## src/verilog/rx_dp_pkg.sv

```systemverilog
// Receive datapath shared definitions
`default_nettype none

package rx_dp_pkg;

   // ------------------------------
   // Widths and field positions
   // ------------------------------
   localparam int DWIDTH      = 40;   // AIB receive word
   localparam int AWIDTH      = 4;    // FIFO address bits
   localparam int FIFO_DEPTH  = 16;   // Entries, 2**AWIDTH
   localparam int MARKER_BIT  = 39;   // Alternating alignment marker
   localparam int VALID_BIT   = 38;   // Word strobe from AIB

   // Aligner limits
   localparam int WA_LOCK_CNT = 4;    // Good toggles to lock
   localparam int WA_LOSS_CNT = 2;    // Back to back bad markers to unlock

   // ------------------------------
   // Types
   // ------------------------------
   typedef logic [DWIDTH-1:0] rx_word_t;
   typedef logic [AWIDTH-1:0] fifo_addr_t;
   typedef logic [AWIDTH:0]   fifo_cnt_t;   // 0 to FIFO_DEPTH inclusive
   typedef logic [3:0]        wa_cnt_t;     // Error count, saturates at 15
   typedef logic [2:0]        stretch_t;    // Flag hold length

   // Aligner internal counters
   typedef logic [$clog2(WA_LOCK_CNT+1)-1:0] wa_good_t;
   typedef logic [$clog2(WA_LOSS_CNT+1)-1:0] wa_loss_t;

   // Aligner FSM
   typedef enum logic {
      WA_SEARCH = 1'b0,   // Hunting for marker toggles
      WA_LOCKED = 1'b1    // Aligned, words go to FIFO
   } wa_state_t;

   // Idle pattern sent on an empty read, valid bit clear
   localparam rx_word_t IDLE_WORD = 40'h00_0707_0707;

endpackage

`default_nettype wire
```

## src/verilog/rx_datapath_top.sv

```systemverilog
// Receive datapath top level
`default_nettype none

module rx_datapath_top import rx_dp_pkg::*; (
   input  logic      rx_clock_fifo_sclk,
   input  logic      rx_reset_fifo_sclk_rst_n,
   input  rx_word_t  aib_fabric_rx_data_in,
   input  logic      pld_rx_fabric_fifo_rd_en,
   input  logic      pld_rx_fabric_fifo_align_clr,
   input  fifo_cnt_t r_rx_fifo_pempty,
   input  fifo_cnt_t r_rx_fifo_pfull,
   input  stretch_t  r_rx_stretch_num_stages,
   input  logic      r_rx_usertest_sel,
   input  logic      nfrzdrv_in,
   input  logic      pr_channel_freeze_n,
   input  logic      aib_fabric_pld_rx_hssi_fifo_latency_pulse,
   output rx_word_t  pld_rx_fabric_data_out,
   output logic      pld_rx_fabric_fifo_empty,
   output logic      pld_rx_fabric_fifo_pempty,
   output logic      pld_rx_fabric_fifo_full,
   output logic      pld_rx_fabric_fifo_pfull,
   output logic      pld_rx_fabric_fifo_del,
   output logic      pld_rx_fabric_fifo_insert,
   output logic      pld_rx_fabric_align_done,
   output logic      pld_rx_hssi_fifo_latency_pulse,
   output logic      wa_error,       // To status reg
   output wa_cnt_t   wa_error_cnt    // To status reg
);

   logic     wa_lock;
   logic     wa_word_ok;
   rx_word_t rd_data;
   logic     fifo_insert;
   logic     fifo_empty;
   logic     fifo_pempty;
   logic     wr_full_raw;
   logic     wr_pfull_raw;
   logic     fifo_del_raw;
   logic     full_stretch;
   logic     pfull_stretch;
   logic     del_stretch;

   // ------------------------------
   // Aligner and FIFO
   // ------------------------------
   rx_word_align u_rx_word_align (
      .rx_clock_fifo_sclk       (rx_clock_fifo_sclk),
      .rx_reset_fifo_sclk_rst_n (rx_reset_fifo_sclk_rst_n),
      .aib_fabric_rx_data_in    (aib_fabric_rx_data_in),
      .wa_lock                  (wa_lock),
      .wa_word_ok               (wa_word_ok),
      .wa_error                 (wa_error),
      .wa_error_cnt             (wa_error_cnt)
   );

   rx_fifo_buffer u_rx_fifo_buffer (
      .rx_clock_fifo_sclk       (rx_clock_fifo_sclk),
      .rx_reset_fifo_sclk_rst_n (rx_reset_fifo_sclk_rst_n),
      .aib_fabric_rx_data_in    (aib_fabric_rx_data_in),
      .wa_word_ok               (wa_word_ok),
      .rd_en                    (pld_rx_fabric_fifo_rd_en),
      .align_clr                (pld_rx_fabric_fifo_align_clr),
      .r_rx_fifo_pempty         (r_rx_fifo_pempty),
      .r_rx_fifo_pfull          (r_rx_fifo_pfull),
      .rd_data                  (rd_data),
      .fifo_insert              (fifo_insert),
      .fifo_empty               (fifo_empty),
      .fifo_pempty              (fifo_pempty),
      .wr_full_raw              (wr_full_raw),
      .wr_pfull_raw             (wr_pfull_raw),
      .fifo_del_raw             (fifo_del_raw)
   );

   // Full, pfull and del held for the fabric
   rx_flag_stretch u_rx_flag_stretch (
      .rx_clock_fifo_sclk       (rx_clock_fifo_sclk),
      .rx_reset_fifo_sclk_rst_n (rx_reset_fifo_sclk_rst_n),
      .r_rx_stretch_num_stages  (r_rx_stretch_num_stages),
      .wr_full_raw              (wr_full_raw),
      .wr_pfull_raw             (wr_pfull_raw),
      .fifo_del_raw             (fifo_del_raw),
      .full_stretch             (full_stretch),
      .pfull_stretch            (pfull_stretch),
      .del_stretch              (del_stretch)
   );

   // ------------------------------
   // Fabric side
   // ------------------------------
   rx_pld_out u_rx_pld_out (
      .rx_clock_fifo_sclk                        (rx_clock_fifo_sclk),
      .rx_reset_fifo_sclk_rst_n                  (rx_reset_fifo_sclk_rst_n),
      .nfrzdrv_in                                (nfrzdrv_in),
      .pr_channel_freeze_n                       (pr_channel_freeze_n),
      .r_rx_usertest_sel                         (r_rx_usertest_sel),
      .aib_fabric_pld_rx_hssi_fifo_latency_pulse (aib_fabric_pld_rx_hssi_fifo_latency_pulse),
      .rd_data                                   (rd_data),
      .fifo_empty                                (fifo_empty),
      .fifo_pempty                               (fifo_pempty),
      .full_stretch                              (full_stretch),
      .pfull_stretch                             (pfull_stretch),
      .del_stretch                               (del_stretch),
      .fifo_insert                               (fifo_insert),
      .wa_lock                                   (wa_lock),
      .pld_rx_fabric_data_out                    (pld_rx_fabric_data_out),
      .pld_rx_fabric_fifo_empty                  (pld_rx_fabric_fifo_empty),
      .pld_rx_fabric_fifo_pempty                 (pld_rx_fabric_fifo_pempty),
      .pld_rx_fabric_fifo_full                   (pld_rx_fabric_fifo_full),
      .pld_rx_fabric_fifo_pfull                  (pld_rx_fabric_fifo_pfull),
      .pld_rx_fabric_fifo_del                    (pld_rx_fabric_fifo_del),
      .pld_rx_fabric_fifo_insert                 (pld_rx_fabric_fifo_insert),
      .pld_rx_fabric_align_done                  (pld_rx_fabric_align_done),
      .pld_rx_hssi_fifo_latency_pulse            (pld_rx_hssi_fifo_latency_pulse)
   );

endmodule

`default_nettype wire

```

## src/verilog/rx_pld_out.sv

```systemverilog
// Fabric output stage with freeze
`default_nettype none

module rx_pld_out import rx_dp_pkg::*; (
   input  logic      rx_clock_fifo_sclk,
   input  logic      rx_reset_fifo_sclk_rst_n,
   input  logic      nfrzdrv_in,          // Freeze, active low
   input  logic      pr_channel_freeze_n, // PR freeze, active low
   input  logic      r_rx_usertest_sel,   // 1 selects registered pulse
   input  logic      aib_fabric_pld_rx_hssi_fifo_latency_pulse,
   input  rx_word_t  rd_data,
   input  logic      fifo_empty,
   input  logic      fifo_pempty,
   input  logic      full_stretch,
   input  logic      pfull_stretch,
   input  logic      del_stretch,
   input  logic      fifo_insert,
   input  logic      wa_lock,
   output rx_word_t  pld_rx_fabric_data_out,
   output logic      pld_rx_fabric_fifo_empty,
   output logic      pld_rx_fabric_fifo_pempty,
   output logic      pld_rx_fabric_fifo_full,
   output logic      pld_rx_fabric_fifo_pfull,
   output logic      pld_rx_fabric_fifo_del,
   output logic      pld_rx_fabric_fifo_insert,
   output logic      pld_rx_fabric_align_done,
   output logic      pld_rx_hssi_fifo_latency_pulse
);

   logic frz_n;          // High when channel is live
   logic lat_pulse_q;    // One cycle late copy
   logic lat_pulse_sel;

   // Latency pulse pipeline
   always_ff @(posedge rx_clock_fifo_sclk) begin
      if (!rx_reset_fifo_sclk_rst_n) begin
         lat_pulse_q <= 1'b0;
      end else begin
         lat_pulse_q <= aib_fabric_pld_rx_hssi_fifo_latency_pulse;
      end
   end

   assign lat_pulse_sel = r_rx_usertest_sel ? lat_pulse_q
                                            : aib_fabric_pld_rx_hssi_fifo_latency_pulse;

   // ------------------------------
   // Freeze drives ones to fabric
   // ------------------------------
   assign frz_n = nfrzdrv_in & pr_channel_freeze_n;

   assign pld_rx_fabric_data_out         = frz_n ? rd_data       : '1;
   assign pld_rx_fabric_fifo_empty       = frz_n ? fifo_empty    : 1'b1;
   assign pld_rx_fabric_fifo_pempty      = frz_n ? fifo_pempty   : 1'b1;
   assign pld_rx_fabric_fifo_full        = frz_n ? full_stretch  : 1'b1;
   assign pld_rx_fabric_fifo_pfull       = frz_n ? pfull_stretch : 1'b1;
   assign pld_rx_fabric_fifo_del         = frz_n ? del_stretch   : 1'b1;
   assign pld_rx_fabric_fifo_insert      = frz_n ? fifo_insert   : 1'b1;
   assign pld_rx_fabric_align_done       = frz_n ? wa_lock       : 1'b1;
   assign pld_rx_hssi_fifo_latency_pulse = frz_n ? lat_pulse_sel : 1'b1;

endmodule

`default_nettype wire

```

## src/verilog/rx_fifo_buffer.sv

```systemverilog
// Receive FIFO with delete and insert
`default_nettype none

module rx_fifo_buffer import rx_dp_pkg::*; (
   input  logic       rx_clock_fifo_sclk,
   input  logic       rx_reset_fifo_sclk_rst_n,
   input  rx_word_t   aib_fabric_rx_data_in,
   input  logic       wa_word_ok,         // Write strobe from aligner
   input  logic       rd_en,              // Fabric read strobe
   input  logic       align_clr,          // Flush
   input  fifo_cnt_t  r_rx_fifo_pempty,   // Partial-empty threshold
   input  fifo_cnt_t  r_rx_fifo_pfull,    // Partial-full threshold
   output rx_word_t   rd_data,
   output logic       fifo_insert,        // Idle word delivered
   output logic       fifo_empty,
   output logic       fifo_pempty,
   output logic       wr_full_raw,
   output logic       wr_pfull_raw,
   output logic       fifo_del_raw        // Word dropped on full
);

   rx_word_t   mem [FIFO_DEPTH];
   fifo_addr_t wr_ptr;
   fifo_addr_t rd_ptr;
   fifo_cnt_t  level;     // Fill level, 0 to FIFO_DEPTH
   logic       wr_push;
   logic       rd_pop;
   logic       rd_ins;    // Read of an empty FIFO

   // ------------------------------
   // Flags off registered level
   // ------------------------------
   assign fifo_empty   = (level == '0);
   assign wr_full_raw  = (level == fifo_cnt_t'(FIFO_DEPTH));
   assign fifo_pempty  = (level <= r_rx_fifo_pempty);
   assign wr_pfull_raw = (level >= r_rx_fifo_pfull);

   // Flush beats both ports
   assign wr_push      = wa_word_ok & ~wr_full_raw & ~align_clr;
   assign fifo_del_raw = wa_word_ok &  wr_full_raw & ~align_clr;
   assign rd_pop       = rd_en & ~fifo_empty & ~align_clr;
   assign rd_ins       = rd_en &  fifo_empty & ~align_clr;

   // Storage
   always_ff @(posedge rx_clock_fifo_sclk) begin
      if (wr_push) begin
         mem[wr_ptr] <= aib_fabric_rx_data_in;
      end
   end

   // ------------------------------
   // Pointers, level, read port
   // ------------------------------
   always_ff @(posedge rx_clock_fifo_sclk) begin
      if (!rx_reset_fifo_sclk_rst_n) begin
         wr_ptr      <= '0;
         rd_ptr      <= '0;
         level       <= '0;
         rd_data     <= IDLE_WORD;
         fifo_insert <= 1'b0;
      end else begin
         fifo_insert <= rd_ins;   // Lines up with the idle word
         if (align_clr) begin
            wr_ptr <= '0;
            rd_ptr <= '0;
            level  <= '0;
         end else begin
            if (wr_push) begin
               wr_ptr <= wr_ptr + 1'b1;   // Wraps at depth
            end
            if (rd_pop) begin
               rd_ptr <= rd_ptr + 1'b1;
            end
            level <= level + fifo_cnt_t'(wr_push) - fifo_cnt_t'(rd_pop);
         end
         if (rd_pop) begin
            rd_data <= mem[rd_ptr];     // Head word, held until next read
         end else if (rd_ins) begin
            rd_data <= IDLE_WORD;
         end
      end
   end

endmodule

`default_nettype wire

```

## src/verilog/rx_flag_stretch.sv

```systemverilog
// FIFO flag pulse stretcher
`default_nettype none

module rx_flag_stretch import rx_dp_pkg::*; (
   input  logic      rx_clock_fifo_sclk,
   input  logic      rx_reset_fifo_sclk_rst_n,
   input  stretch_t  r_rx_stretch_num_stages,   // Hold length in cycles
   input  logic      wr_full_raw,
   input  logic      wr_pfull_raw,
   input  logic      fifo_del_raw,
   output logic      full_stretch,
   output logic      pfull_stretch,
   output logic      del_stretch
);

   logic [2:0] raw;            // Bit 0 full, 1 pfull, 2 del
   logic [2:0] held;
   stretch_t   hold_cnt [3];   // One timer per flag

   assign raw = {fifo_del_raw, wr_pfull_raw, wr_full_raw};

   // Reload while raw is high, drain after it falls
   always_ff @(posedge rx_clock_fifo_sclk) begin
      if (!rx_reset_fifo_sclk_rst_n) begin
         for (int i = 0; i < 3; i++) begin
            hold_cnt[i] <= '0;
         end
      end else begin
         for (int i = 0; i < 3; i++) begin
            if (raw[i]) begin
               hold_cnt[i] <= r_rx_stretch_num_stages;
            end else if (hold_cnt[i] != '0) begin
               hold_cnt[i] <= hold_cnt[i] - 1'b1;
            end
         end
      end
   end

   always_comb begin
      for (int i = 0; i < 3; i++) begin
         held[i] = raw[i] | (hold_cnt[i] != '0);   // No delay on rising edge
      end
   end

   assign full_stretch  = held[0];
   assign pfull_stretch = held[1];
   assign del_stretch   = held[2];

endmodule

`default_nettype wire

```

## src/verilog/rx_word_align.sv

```systemverilog
// Receive word aligner
`default_nettype none

module rx_word_align import rx_dp_pkg::*; (
   input  logic      rx_clock_fifo_sclk,
   input  logic      rx_reset_fifo_sclk_rst_n,
   input  rx_word_t  aib_fabric_rx_data_in,   // Raw word from AIB
   output logic      wa_lock,                 // Aligned
   output logic      wa_word_ok,              // Current word fit to store
   output logic      wa_error,                // One cycle per bad marker
   output wa_cnt_t   wa_error_cnt             // Goes to status reg
);

   wa_state_t wa_state;
   wa_good_t  good_cnt;      // Toggles seen while searching
   wa_loss_t  loss_cnt;      // Consecutive bad markers while locked
   logic      ref_valid;     // First marker captured
   logic      prev_marker;   // Marker of last valid word
   logic      word_valid;
   logic      marker;
   logic      marker_ok;

   assign word_valid = aib_fabric_rx_data_in[VALID_BIT];
   assign marker     = aib_fabric_rx_data_in[MARKER_BIT];
   assign marker_ok  = (marker != prev_marker);   // Must flip every word

   // Lock taken from state, so the lock-making word is never stored
   assign wa_lock    = (wa_state == WA_LOCKED);
   assign wa_word_ok = word_valid & wa_lock & marker_ok;

   // ------------------------------
   // Lock / loss FSM
   // ------------------------------
   always_ff @(posedge rx_clock_fifo_sclk) begin
      if (!rx_reset_fifo_sclk_rst_n) begin
         wa_state     <= WA_SEARCH;
         good_cnt     <= '0;
         loss_cnt     <= '0;
         ref_valid    <= 1'b0;
         prev_marker  <= 1'b0;
         wa_error     <= 1'b0;
         wa_error_cnt <= '0;
      end else begin
         wa_error <= 1'b0;                        // Pulse only
         if (word_valid) begin
            prev_marker <= marker;                // Tracks every valid word
            case (wa_state)
               WA_SEARCH: begin
                  if (!ref_valid) begin
                     ref_valid <= 1'b1;           // Reference marker
                     good_cnt  <= '0;
                  end else if (!marker_ok) begin
                     good_cnt  <= '0;             // Start over
                  end else if (good_cnt == wa_good_t'(WA_LOCK_CNT - 1)) begin
                     wa_state  <= WA_LOCKED;
                     good_cnt  <= '0;
                     loss_cnt  <= '0;
                  end else begin
                     good_cnt  <= good_cnt + 1'b1;
                  end
               end
               WA_LOCKED: begin
                  if (marker_ok) begin
                     loss_cnt <= '0;
                  end else begin
                     wa_error <= 1'b1;
                     if (wa_error_cnt != '1) begin
                        wa_error_cnt <= wa_error_cnt + 1'b1;   // Saturate at 15
                     end
                     if (loss_cnt == wa_loss_t'(WA_LOSS_CNT - 1)) begin
                        wa_state  <= WA_SEARCH;   // Lock lost
                        ref_valid <= 1'b0;
                        loss_cnt  <= '0;
                     end else begin
                        loss_cnt  <= loss_cnt + 1'b1;
                     end
                  end
               end
            endcase
         end
      end
   end

endmodule

`default_nettype wire

```

## config.mk

```make
export PLATFORM = sky130hd
export DESIGN_NAME = rx_datapath_top
export DESIGN_NICKNAME = d
export VERILOG_FILES = /design/src/verilog/rx_dp_pkg.sv /design/src/verilog/rx_datapath_top.sv /design/src/verilog/rx_pld_out.sv /design/src/verilog/rx_fifo_buffer.sv /design/src/verilog/rx_flag_stretch.sv /design/src/verilog/rx_word_align.sv
export SDC_FILE = /design/constraint.sdc
export NUM_CORES = 1
export LEC_CHECK = 0
export BUFFER_PORTS_ARGS = -buffer_cell sky130_fd_sc_hd__buf_4
export CAP_MARGIN = 20
export CORE_MARGIN = 2
export CORE_UTILIZATION = 41
export CTS_CLUSTER_SIZE = 10
export DETAILED_ROUTE_END_ITERATION = 10
export PLACE_DENSITY = 0.57
export SLEW_MARGIN = 5
export SYNTH_ARGS = -nofsm -noshare
export SYNTH_HDL_FRONTEND = slang
export SYNTH_HIERARCHICAL = 1
export SYNTH_SLANG_ARGS = --single-unit
```

## constraint.sdc

```tcl
create_clock -name rx_clock_fifo_sclk -period 7.4 [get_ports rx_clock_fifo_sclk]
set_input_delay 1.11 -clock rx_clock_fifo_sclk [delete_from_list [all_inputs] [get_ports rx_clock_fifo_sclk]]
set_output_delay 1.11 -clock rx_clock_fifo_sclk [all_outputs]
set_load 0.01 [all_outputs]
```

==> results of run 1 <==
-- routing by layer --
layer  share of wire  GRT usage
met1            0.44      0.244
met2            0.49      0.287
met3           0.048     0.0279
met4           0.019     0.0512
met5               0          0
-- cell families after synthesis --
family	count (synthesis)
AOI/OAI and AO/OA	130
muxes	210
and+or+nand+nor	212
xor gates and xnor gates	13
adders and majority gates	30
buffers and inverters	99
DFF	721
-- sequential cells by signal (all words and copies together), names as in the netlist, named ones only --
signal,flops
u_rx_word_align/ref_valid,1
u_rx_pld_out/lat_pulse_q,1
u_rx_word_align/wa_error_cnt,4
u_rx_fifo_buffer/wr_ptr,4
u_rx_word_align/good_cnt,3
u_rx_fifo_buffer/rd_data,40
u_rx_fifo_buffer/fifo_insert,1
u_rx_fifo_buffer/level,5
u_rx_fifo_buffer/rd_ptr,4
u_rx_word_align/wa_error,1
u_rx_fifo_buffer/mem,640
u_rx_word_align/loss_cnt,2
u_rx_word_align/prev_marker,1
u_rx_flag_stretch/hold_cnt,9
u_rx_word_align/wa_lock,1
-- worst min path at each step --
stage | end | start
final | u_rx_word_align/good_cnt[2] | u_rx_word_align/good_cnt[2]
after global routing | u_rx_word_align/good_cnt[2] | u_rx_word_align/good_cnt[2]
after CTS | u_rx_word_align/good_cnt[2] | u_rx_word_align/good_cnt[2]
after detailed placement | u_rx_word_align/good_cnt[2] | u_rx_word_align/good_cnt[2]
after global placement | u_rx_word_align/good_cnt[2] | u_rx_word_align/good_cnt[2]
after floorplan | u_rx_word_align/good_cnt[2] | u_rx_word_align/good_cnt[2]
-- synthesized netlist by cell type (18+ instances only) --
cell type    n  area, µm²
ha_1        29        363
mux4_2     156       3510
mux2_2      32        360
mux2i_1     22        220
or2_1       30        188
nand2_1     50        188
buf_2       21        105
a22oi_1     58        435
nor2_1      48        180
o22ai_1     18        113
edfxtp_1   649      19500
clkbuf_1    26       97.6
dfxtp_1     72       1440
inv_1       29        109
-- tightest hold or removal path: cells and delay by family (launching register included) --
family,cells,cell delay [ns]
compound gates,1,0.03
flops,1,0.30
simple gates,1,0.05
-- power breakdown --
part | switching [mW] | internal (mW)
clock network | 1.60 | 2.17
registers | 0.0253 | 4.48
logic | 0.247 | 0.177
-- layout make-up --
class                           count  area (µm²)
Clock buffer                      145        2340
Timing Repair Buffer              143        1120
Clock inverter                     13         179
Fill cell                        5650       35600
Multi-Input combinational cell    595        6810
Sequential cell                   721       20900
Tap cell                          882        1100
Inverter                           29         109
-- through the flow --
step                      instance area (µm²)  setup slack (ns)   util
after floorplan                         28100              2.21      -
after global placement                  30000              3.23  0.440
after detailed placement                30000              3.17  0.440
after CTS                               32600              3.32  0.477
after global routing                    32600              3.13  0.478
final                                   32600              3.32  0.478
==> reports/qor.txt, run 1 <==
CP Depth - 11
Antenna cell count - 0
Reg2reg start - u_rx_fifo_buffer/level[2]
Fraction of layout cells with a size suffix above 1 - 0.288
Critical path class - input port to output port
Die Y - 266 µm
Initial antenna violation count - 0
# setup viols final - 0
Die Area - 0.0707 mm²
Syn. warnings - 6
Via count - 13800
Hold WS - 0.434 ns
R2r setup slk - 3.78 ns
Root Buffer - clkbuf_16
Vias per Instance - 5.46
Slowest CP cell - a21oi_1
EDFF count, synth - 649
Fmax - 245 MHz
CP Capture Point - pld_rx_fabric_fifo_pfull
Final-report hold violation count - 0
Die W - 266 µm
Wire per inst - 24.1 µm
Worst path bufs/invs - 3
Post-synth ARST share - 0
Slew HR - 0.407
Post-Syn Instances - 1415
P&R area growth vs syn - 15.9%
Initial Util - 0.412
First-pass GRT wire length - 91800 µm
Clock buffer count from CTS - 84
Final period util - 0.551
Hpwl dp - 34800 µm
GR Overflow Total - 0
Cts hold-fix bufs - 0
Post-synthesis sequential area ratio - 0.744
Crit-path cells - buf_4 -> ha_1 -> nand2b_1 -> a21oi_1 -> nor2b_1 -> o21ai_0 -> a21oi_1 -> inv_1 -> nand2_1 -> or2_2 -> buf_4
Static Leakage - 10.3 nW
Post-DRT Antenna Nets - 0
Worst-Skew Late Latency - 0.65 ns
Yosys cell types - 63
Clk sinks - 721
Max-Cap Viols - 0
Post-CTS Resized - 0
Fin cells - 2528
Setup Skew - 0.0390 ns
FF-to-FF path depth - 7
Syn_area_per_cell - 19.9 µm²
Most used DFF post-synth - edfxtp_1
Hold path depth - 2
Least-Margin Pin Slew - 0.889 ns
Yosys reg bits - 721
Buffers on Ports - 113
Worst VDD drop - 163 µV
DRC - 0
Post-synthesis compound-gate area fraction - 0.0336
CP peak stage delay - 0.70 ns
XOR/XNOR Fraction of Synth Area - 0.00405
Maximum fanout along the worst path - 8
Unrepaired setup endpoints after global routing - no
DRT iter0 DRCs - 1051
Post-synthesis cell area - 0.0281 mm²
I/O Pins - 114
Total placed cells including tap cells - 2369
First drt pass iteration count - 5
Routed WL - 61000 µm
Final Max Slew Viols - 0
Clk slew on worst S/H paths - 0.05 ns
Capturing point of the worst reg2reg path - u_rx_fifo_buffer/mem[5][38]
Largest net degree at the start of global routing - 115
Main combinational cell family by area after synthesis - multiplexers
Worst Setup SP - r_rx_fifo_pfull[0]
GRT Total Usage - 0.175
Number of global-route vias before repair - 14400
Min-delay worst type - flop to flop
Postcts setup bufs - 0
H-tree Lvls - 3
CTS Buffer Depth - 3
Status - finished, final reports clean
Total Power - 8.70 mW
Final setup TNS - 0 ns
Pwr dens - 267 mW/mm²
CORE AREA - 0.0682 mm²
CP Launch Type - input port
Synth Area in Adders - 0.0136
Most frequent cells in the layout - edfxtp_1 (649), mux4_2 (156), buf_4 (140)
Worst setup EP type - output port
Mux contribution to synthesized area - 0.146
CTS tree - yes
RD Place Congestion - 0.748
Site Rows - 96
Most common cell after layout, fill and taps aside - edfxtp_1
Simple-Gate Fraction of Synth Area - 0.0410
Req. time, crit path - 6.29 ns
Final net count - 1665
Syn nets - 1506
Critical Path AT - 2.97 ns
Post-route minimum period - 4.08 ns
Delay-heaviest family, CP - compound AO/OA/AOI/OAI gates
No activity file was read; power rests on OpenSTA's default activity.
==> run 2, diff against run 1 <==
Clock period 7.4 ns to 4 ns, I/O delays scaled along.
==> reports/qor.txt, run 2 (same netlist as run 1, synthesis figures left out) <==
Critical path class - flop to output port
Slew HR - 0.403
Unrepaired setup endpoints after global routing - no
Number of global-route vias before repair - 14600
Clock buffer count from CTS - 83
Hold Crit Endpoint - u_rx_pld_out/lat_pulse_q
Largest net degree at the start of global routing - 72
Capturing point of the worst reg2reg path - u_rx_fifo_buffer/level[4]
Worst VDD drop - 301 µV
Most common cell after layout, fill and taps aside - edfxtp_1
Total Power - 15.9 mW
HP Start - aib_fabric_pld_rx_hssi_fifo_latency_pulse
H-tree Lvls - 3
R2r setup slk - 1.05 ns
CTS Buffer Depth - 3
Routed WL - 61800 µm
Die Y - 266 µm
Vias per Instance - 5.46
I/O Pins - 114
Static Leakage - 10.4 nW
Worst setup EP type - output port
Max-Cap Viols - 0
Most frequent cells in the layout - edfxtp_1 (649), buf_4 (158), mux4_2 (156)
Hold path depth - 2
Site Rows - 96
First-pass GRT wire length - 93200 µm
FF-to-FF path depth - 16
# setup viols final - 0
Final period util - 0.863
Die W - 266 µm
Wire per inst - 24.4 µm
P&R area growth vs syn - 16.4%
Final net count - 1686
CTS tree - yes
Worst-Skew Late Latency - 0.62 ns
Largest register by flop count - u_rx_fifo_buffer/mem
RD Place Congestion - 0.724
Cts hold-fix bufs - 0
Die Area - 0.0707 mm²
Final Max Slew Viols - 0
Setup Skew - 0.0155 ns
Hpwl dp - 35400 µm
Largest regs - u_rx_fifo_buffer/mem x640, u_rx_fifo_buffer/rd_data x40, u_rx_flag_stretch/hold_cnt x9
Max reg flops - 640
DRC - 0
CORE AREA - 0.0682 mm²
Req. time, crit path - 3.40 ns
Fillers - 5677
First drt pass iteration count - 5
Min-delay worst type - input port to flop
Pwr dens - 485 mW/mm²
GRT Total Usage - 0.179
Post-route minimum period - 3.45 ns
Fraction of layout cells with a size suffix above 1 - 0.301
Fmax - 290 MHz
Post-CTS Resized - 0
Initial Util - 0.412
Critical Path AT - 2.85 ns
Clk sinks - 721
Post-DRT Antenna Nets - 0
Root Buffer - clkbuf_16
Buffers on Ports - 113
Status - finished, final reports clean
Final setup TNS - 0 ns
Maximum fanout along the worst path - 8
Clk slew on worst S/H paths - 0.05 ns
GR Overflow Total - 0
DRT iter0 DRCs - 879
Worst Setup SP - u_rx_fifo_buffer/level[0]
Postcts setup bufs - 0
Via count - 13800
Least-Margin Pin Slew - 0.892 ns
Initial antenna violation count - 3
Final-report hold violation count - 0
Reg2reg start - u_rx_fifo_buffer/level[3]
CP Launch Type - flop
run 2: critical path, cell delays in order (launching register included):
cell	delay [ns]
dfxtp_1	0.42
inv_1	0.09
ha_1	0.27
nand2b_1	0.10
a21oi_1	0.06
nor2b_1	0.10
o21ai_0	0.08
a21oi_1	0.65
inv_1	0.16
nand2_1	0.09
or2_2	0.10
buf_4	0.11
run 2: area by class of cell:
| cell class | instances | area (µm²) | area share |
|---|---|---|---|
| diodes | 1 | 2.50 | 0.0000765 |
| well taps | 882 | 1100 | 0.0337 |
| clock buffers | 136 | 2340 | 0.0714 |
| inverters | 29 | 109 | 0.00333 |
| repair buffers | 165 | 1330 | 0.0405 |
| clock inverters | 7 | 76.3 | 0.00233 |
| flip-flops and latches | 721 | 20900 | 0.640 |
| multi-input cells | 595 | 6830 | 0.209 |
run 2: how the worst max path moves through the flow:
stage                                  end  slack (ns)  cells after the start
3_5_place_dp     u_rx_fifo_buffer/level[4]        0.76                     16
3_3_place_gp     u_rx_fifo_buffer/level[4]        0.70                     16
5_1_grt           pld_rx_fabric_fifo_pfull        0.26                     11
4_1_cts           pld_rx_fabric_fifo_pfull        0.48                     11
6_report          pld_rx_fabric_fifo_pfull        0.55                     11
2_1_floorplan  u_rx_fifo_buffer/mem[15][0]        0.35                      6
run 2: report_power, final:
part           switching (mW)  internal [mW]  total, mW  leakage (nW)
combinational           0.439          0.330      0.769          2.78
sequential             0.0480           8.29       8.33          6.43
clock                    2.79           3.97       6.76          1.16
total                    3.28           12.6       15.9          10.4
run 2: stage by stage:
stage / setup slack, ns / utilization / instance area [µm²] / std cells / hold WS, ns
floorplan: 0.349 / - / 28100 / 1415 / 0.412
global placement: 0.701 / 0.444 / 30300 / 2392 / 0.423
detailed placement: 0.763 / 0.444 / 30300 / 2392 / 0.429
CTS: 0.478 / 0.480 / 32700 / 2535 / 0.170
global route: 0.259 / 0.480 / 32700 / 2536 / 0.200
finish: 0.550 / 0.480 / 32700 / 2536 / 0.218
run 2: routing by layer:
metal  vias up  wire length [µm]  global-route usage
li1       6113                 -                   -
met1      7350             27600               0.247
met2       297             30200               0.292
met3        79              2820              0.0294
met4         4              1160              0.0527
met5         -                23                   0
==> run 3, diff against run 2 <==
Settings changed: ABC_AREA set to 1.
Clock period 4 ns to 4.17 ns, I/O delays scaled along.
==> reports/qor.txt, run 3 <==
Fraction of layout cells with a size suffix above 1 - 0.115
Slew HR - -0.0227
Pwr dens - 448 mW/mm²
Syn nets - 2799
CTS tree - yes
Most used DFF post-synth - edfxtp_1
Place WS - 0.910 ns
Worst Setup SP - u_rx_fifo_buffer/level[0]
First drt pass iteration count - 6
Commonest cells post-synth - nand2_1 (815), edfxtp_1 (649), nand3_1 (568)
EDFF count, synth - 649
Area contributors post-synth - edfxtp_1 (65%), nand2_1 (10%), nand3_1 (9.4%)
DRT iter0 DRCs - 1707
Clock buffer count from CTS - 83
Post-synth ARST share - 0
Clk slew on worst S/H paths - 0.06 ns
Largest net degree at the start of global routing - 229
Buffers on Ports - 113
Initial Util - 0.414
Worst-Skew Late Latency - 0.62 ns
Via count - 19900
Static Leakage - 12.7 nW
Final-report hold violation count - 0
Min-delay worst type - input port to flop
Vias per Instance - 5.19
Hold path depth - 3
Largest register by flop count - u_rx_fifo_buffer/mem
Die Y - 275 µm
Max-Cap Viols - 0
CORE AREA - 0.0730 mm²
R2r setup slk - 1.43 ns
First-pass GRT wire length - 118000 µm
Most common cell after layout, fill and taps aside - nand2_1
Total Power - 15.4 mW
Die W - 275 µm
H-tree Lvls - 3
Number of global-route vias before repair - 19600
Wire per inst - 20.1 µm
Postcts setup bufs - 0
Syn_area_per_cell - 11.1 µm²
Post-DRT Antenna Nets - 0
Yosys cell types - 35
Setup Skew - 0.0217 ns
Worst VDD drop - 300 µV
Critical path class - flop to output port
# setup viols final - 0
Routed WL - 76900 µm
Most frequent cell after synthesis - nand2_1
Cts hold-fix bufs - 0
Post-Syn Instances - 2708
Largest regs - u_rx_fifo_buffer/mem x640, u_rx_fifo_buffer/rd_data x40, u_rx_flag_stretch/hold_cnt x9
Least-Margin Pin Slew - 1.53 ns
P&R area growth vs syn - 14.1%
Leading area contributor after synthesis - edfxtp_1
Req. time, crit path - 3.54 ns
Clk sinks - 721
Yosys reg bits - 721
Maximum fanout along the worst path - 4
Final setup TNS - 0 ns
Initial antenna violation count - 1
GRT Total Usage - 0.204
Reg2reg start - u_rx_fifo_buffer/level[2]
Failing checks - slew limit
Post-DP Area - 0.0319 mm²
Post-synthesis sequential area ratio - 0.693
Capturing point of the worst reg2reg path - u_rx_fifo_buffer/mem[6][16]
Die Area - 0.0758 mm²
Post-CTS Resized - 0
Post-synthesis cell area - 0.0302 mm²
Status - finished, violations left
Unrepaired setup endpoints after global routing - no
Hold WS - 0.208 ns
Root Buffer - clkbuf_16
CTS Buffer Depth - 3
I/O Pins - 114
RD Place Congestion - 0.794
Hold Crit Endpoint - u_rx_pld_out/lat_pulse_q
Worst setup EP type - output port
GR Overflow Total - 0
Critical Path AT - 2.57 ns
Post-route minimum period - 3.20 ns
Final period util - 0.767
Synth top area share - 0.646
Fmax - 313 MHz
Most frequent cells in the layout - nand2_1 (815), edfxtp_1 (649), nand3_1 (568)
Final net count - 2891
DRC - 0
Max reg flops - 640
Hpwl dp - 42000 µm
Final Max Slew Viols - 74
Syn. warnings - 6
FF-to-FF path depth - 8
CP Launch Type - flop
Site Rows - 99
Finished Cell Area - 0.0344 mm²
Setup WS post-layout - 0.971 ns
HP Start - aib_fabric_pld_rx_hssi_fifo_latency_pulse
run 3: cell count changes in the layout (fill, tap and decap cells not counted), moves of 32 or more:
cell / delta
nand2_1: +766
inv_1: +141
mux4_2: -156
a22oi_1: -58
mux2_2: -32
nand3_1: +559
a21oi_1: +42
run 3: worst max-delay path: stages, from the launching register on:
cell,delay [ns]
dfxtp_1,0.33
inv_1,0.09
ha_1,0.29
inv_1,0.06
nand2_1,0.04
a21oi_1,0.15
o21bai_1,0.09
a21oi_1,0.14
o21bai_1,0.10
nor2_2,0.18
inv_1,0.06
or2_2,0.29
buf_4,0.15
run 3: power breakdown:
group          switching, mW  internal, mW  total, mW  leakage, nW
sequential            0.0352          7.95       7.98         6.44
clock                   2.75          3.92       6.68         1.18
combinational          0.518         0.261      0.779         5.10
run 3: cells by family (layout without fill, tap and decap cells):
logic type,Yosys count,after routing,synth area share
simple gates,1537,1537,0.222
flops,721,721,0.693
buf+inv,329,490,0.0559
compound gates,86,86,0.0148
fa+ha+maj,30,30,0.0127
xor+xnor,5,5,0.00145
other cells,0,2,0
run 3: layout make-up:
| cell class | instances | area [µm²] |
|---|---|---|
| clock buffer | 150 | 2430 |
| multi-input combinational | 1658 | 7690 |
| sequential | 721 | 20900 |
| clock inverter | 4 | 57.6 |
| antenna | 2 | 5.00 |
| tap | 959 | 1200 |
| inverter | 177 | 681 |
| timing repair buffer | 159 | 1440 |
| fill | 6533 | 38500 |
run 3: how the worst max path moves through the flow:
| stage | slack (ns) | to |
|---|---|---|
| final | 0.97 | pld_rx_fabric_fifo_pfull |
| after global routing | 0.80 | pld_rx_fabric_fifo_pfull |
| after CTS | 0.94 | pld_rx_fabric_fifo_pfull |
| after detailed placement | 0.91 | u_rx_fifo_buffer/mem[13][1] |
| after global placement | 0.91 | u_rx_fifo_buffer/mem[6][26] |
| after floorplan | 0.66 | u_rx_fifo_buffer/mem[11][0] |
run 3: per-stage QoR:
| step | std cells | util |
|---|---|---|
| finish | 3830 | 0.472 |
| global route | 3829 | 0.472 |
| global placement | 3673 | 0.438 |
| floorplan | 2708 | - |
| CTS | 3827 | 0.472 |
| detailed placement | 3673 | 0.438 |
run 3: per-layer routing:
metal | vias to the layer above | part of all wire | GRT usage
met1 | 9668 | 0.43 | 0.270
met5 | - | 0 | 0
met4 | 0 | 0.027 | 0.0708
met2 | 605 | 0.49 | 0.341
met3 | 132 | 0.053 | 0.0362
li1 | 9458 | - | -
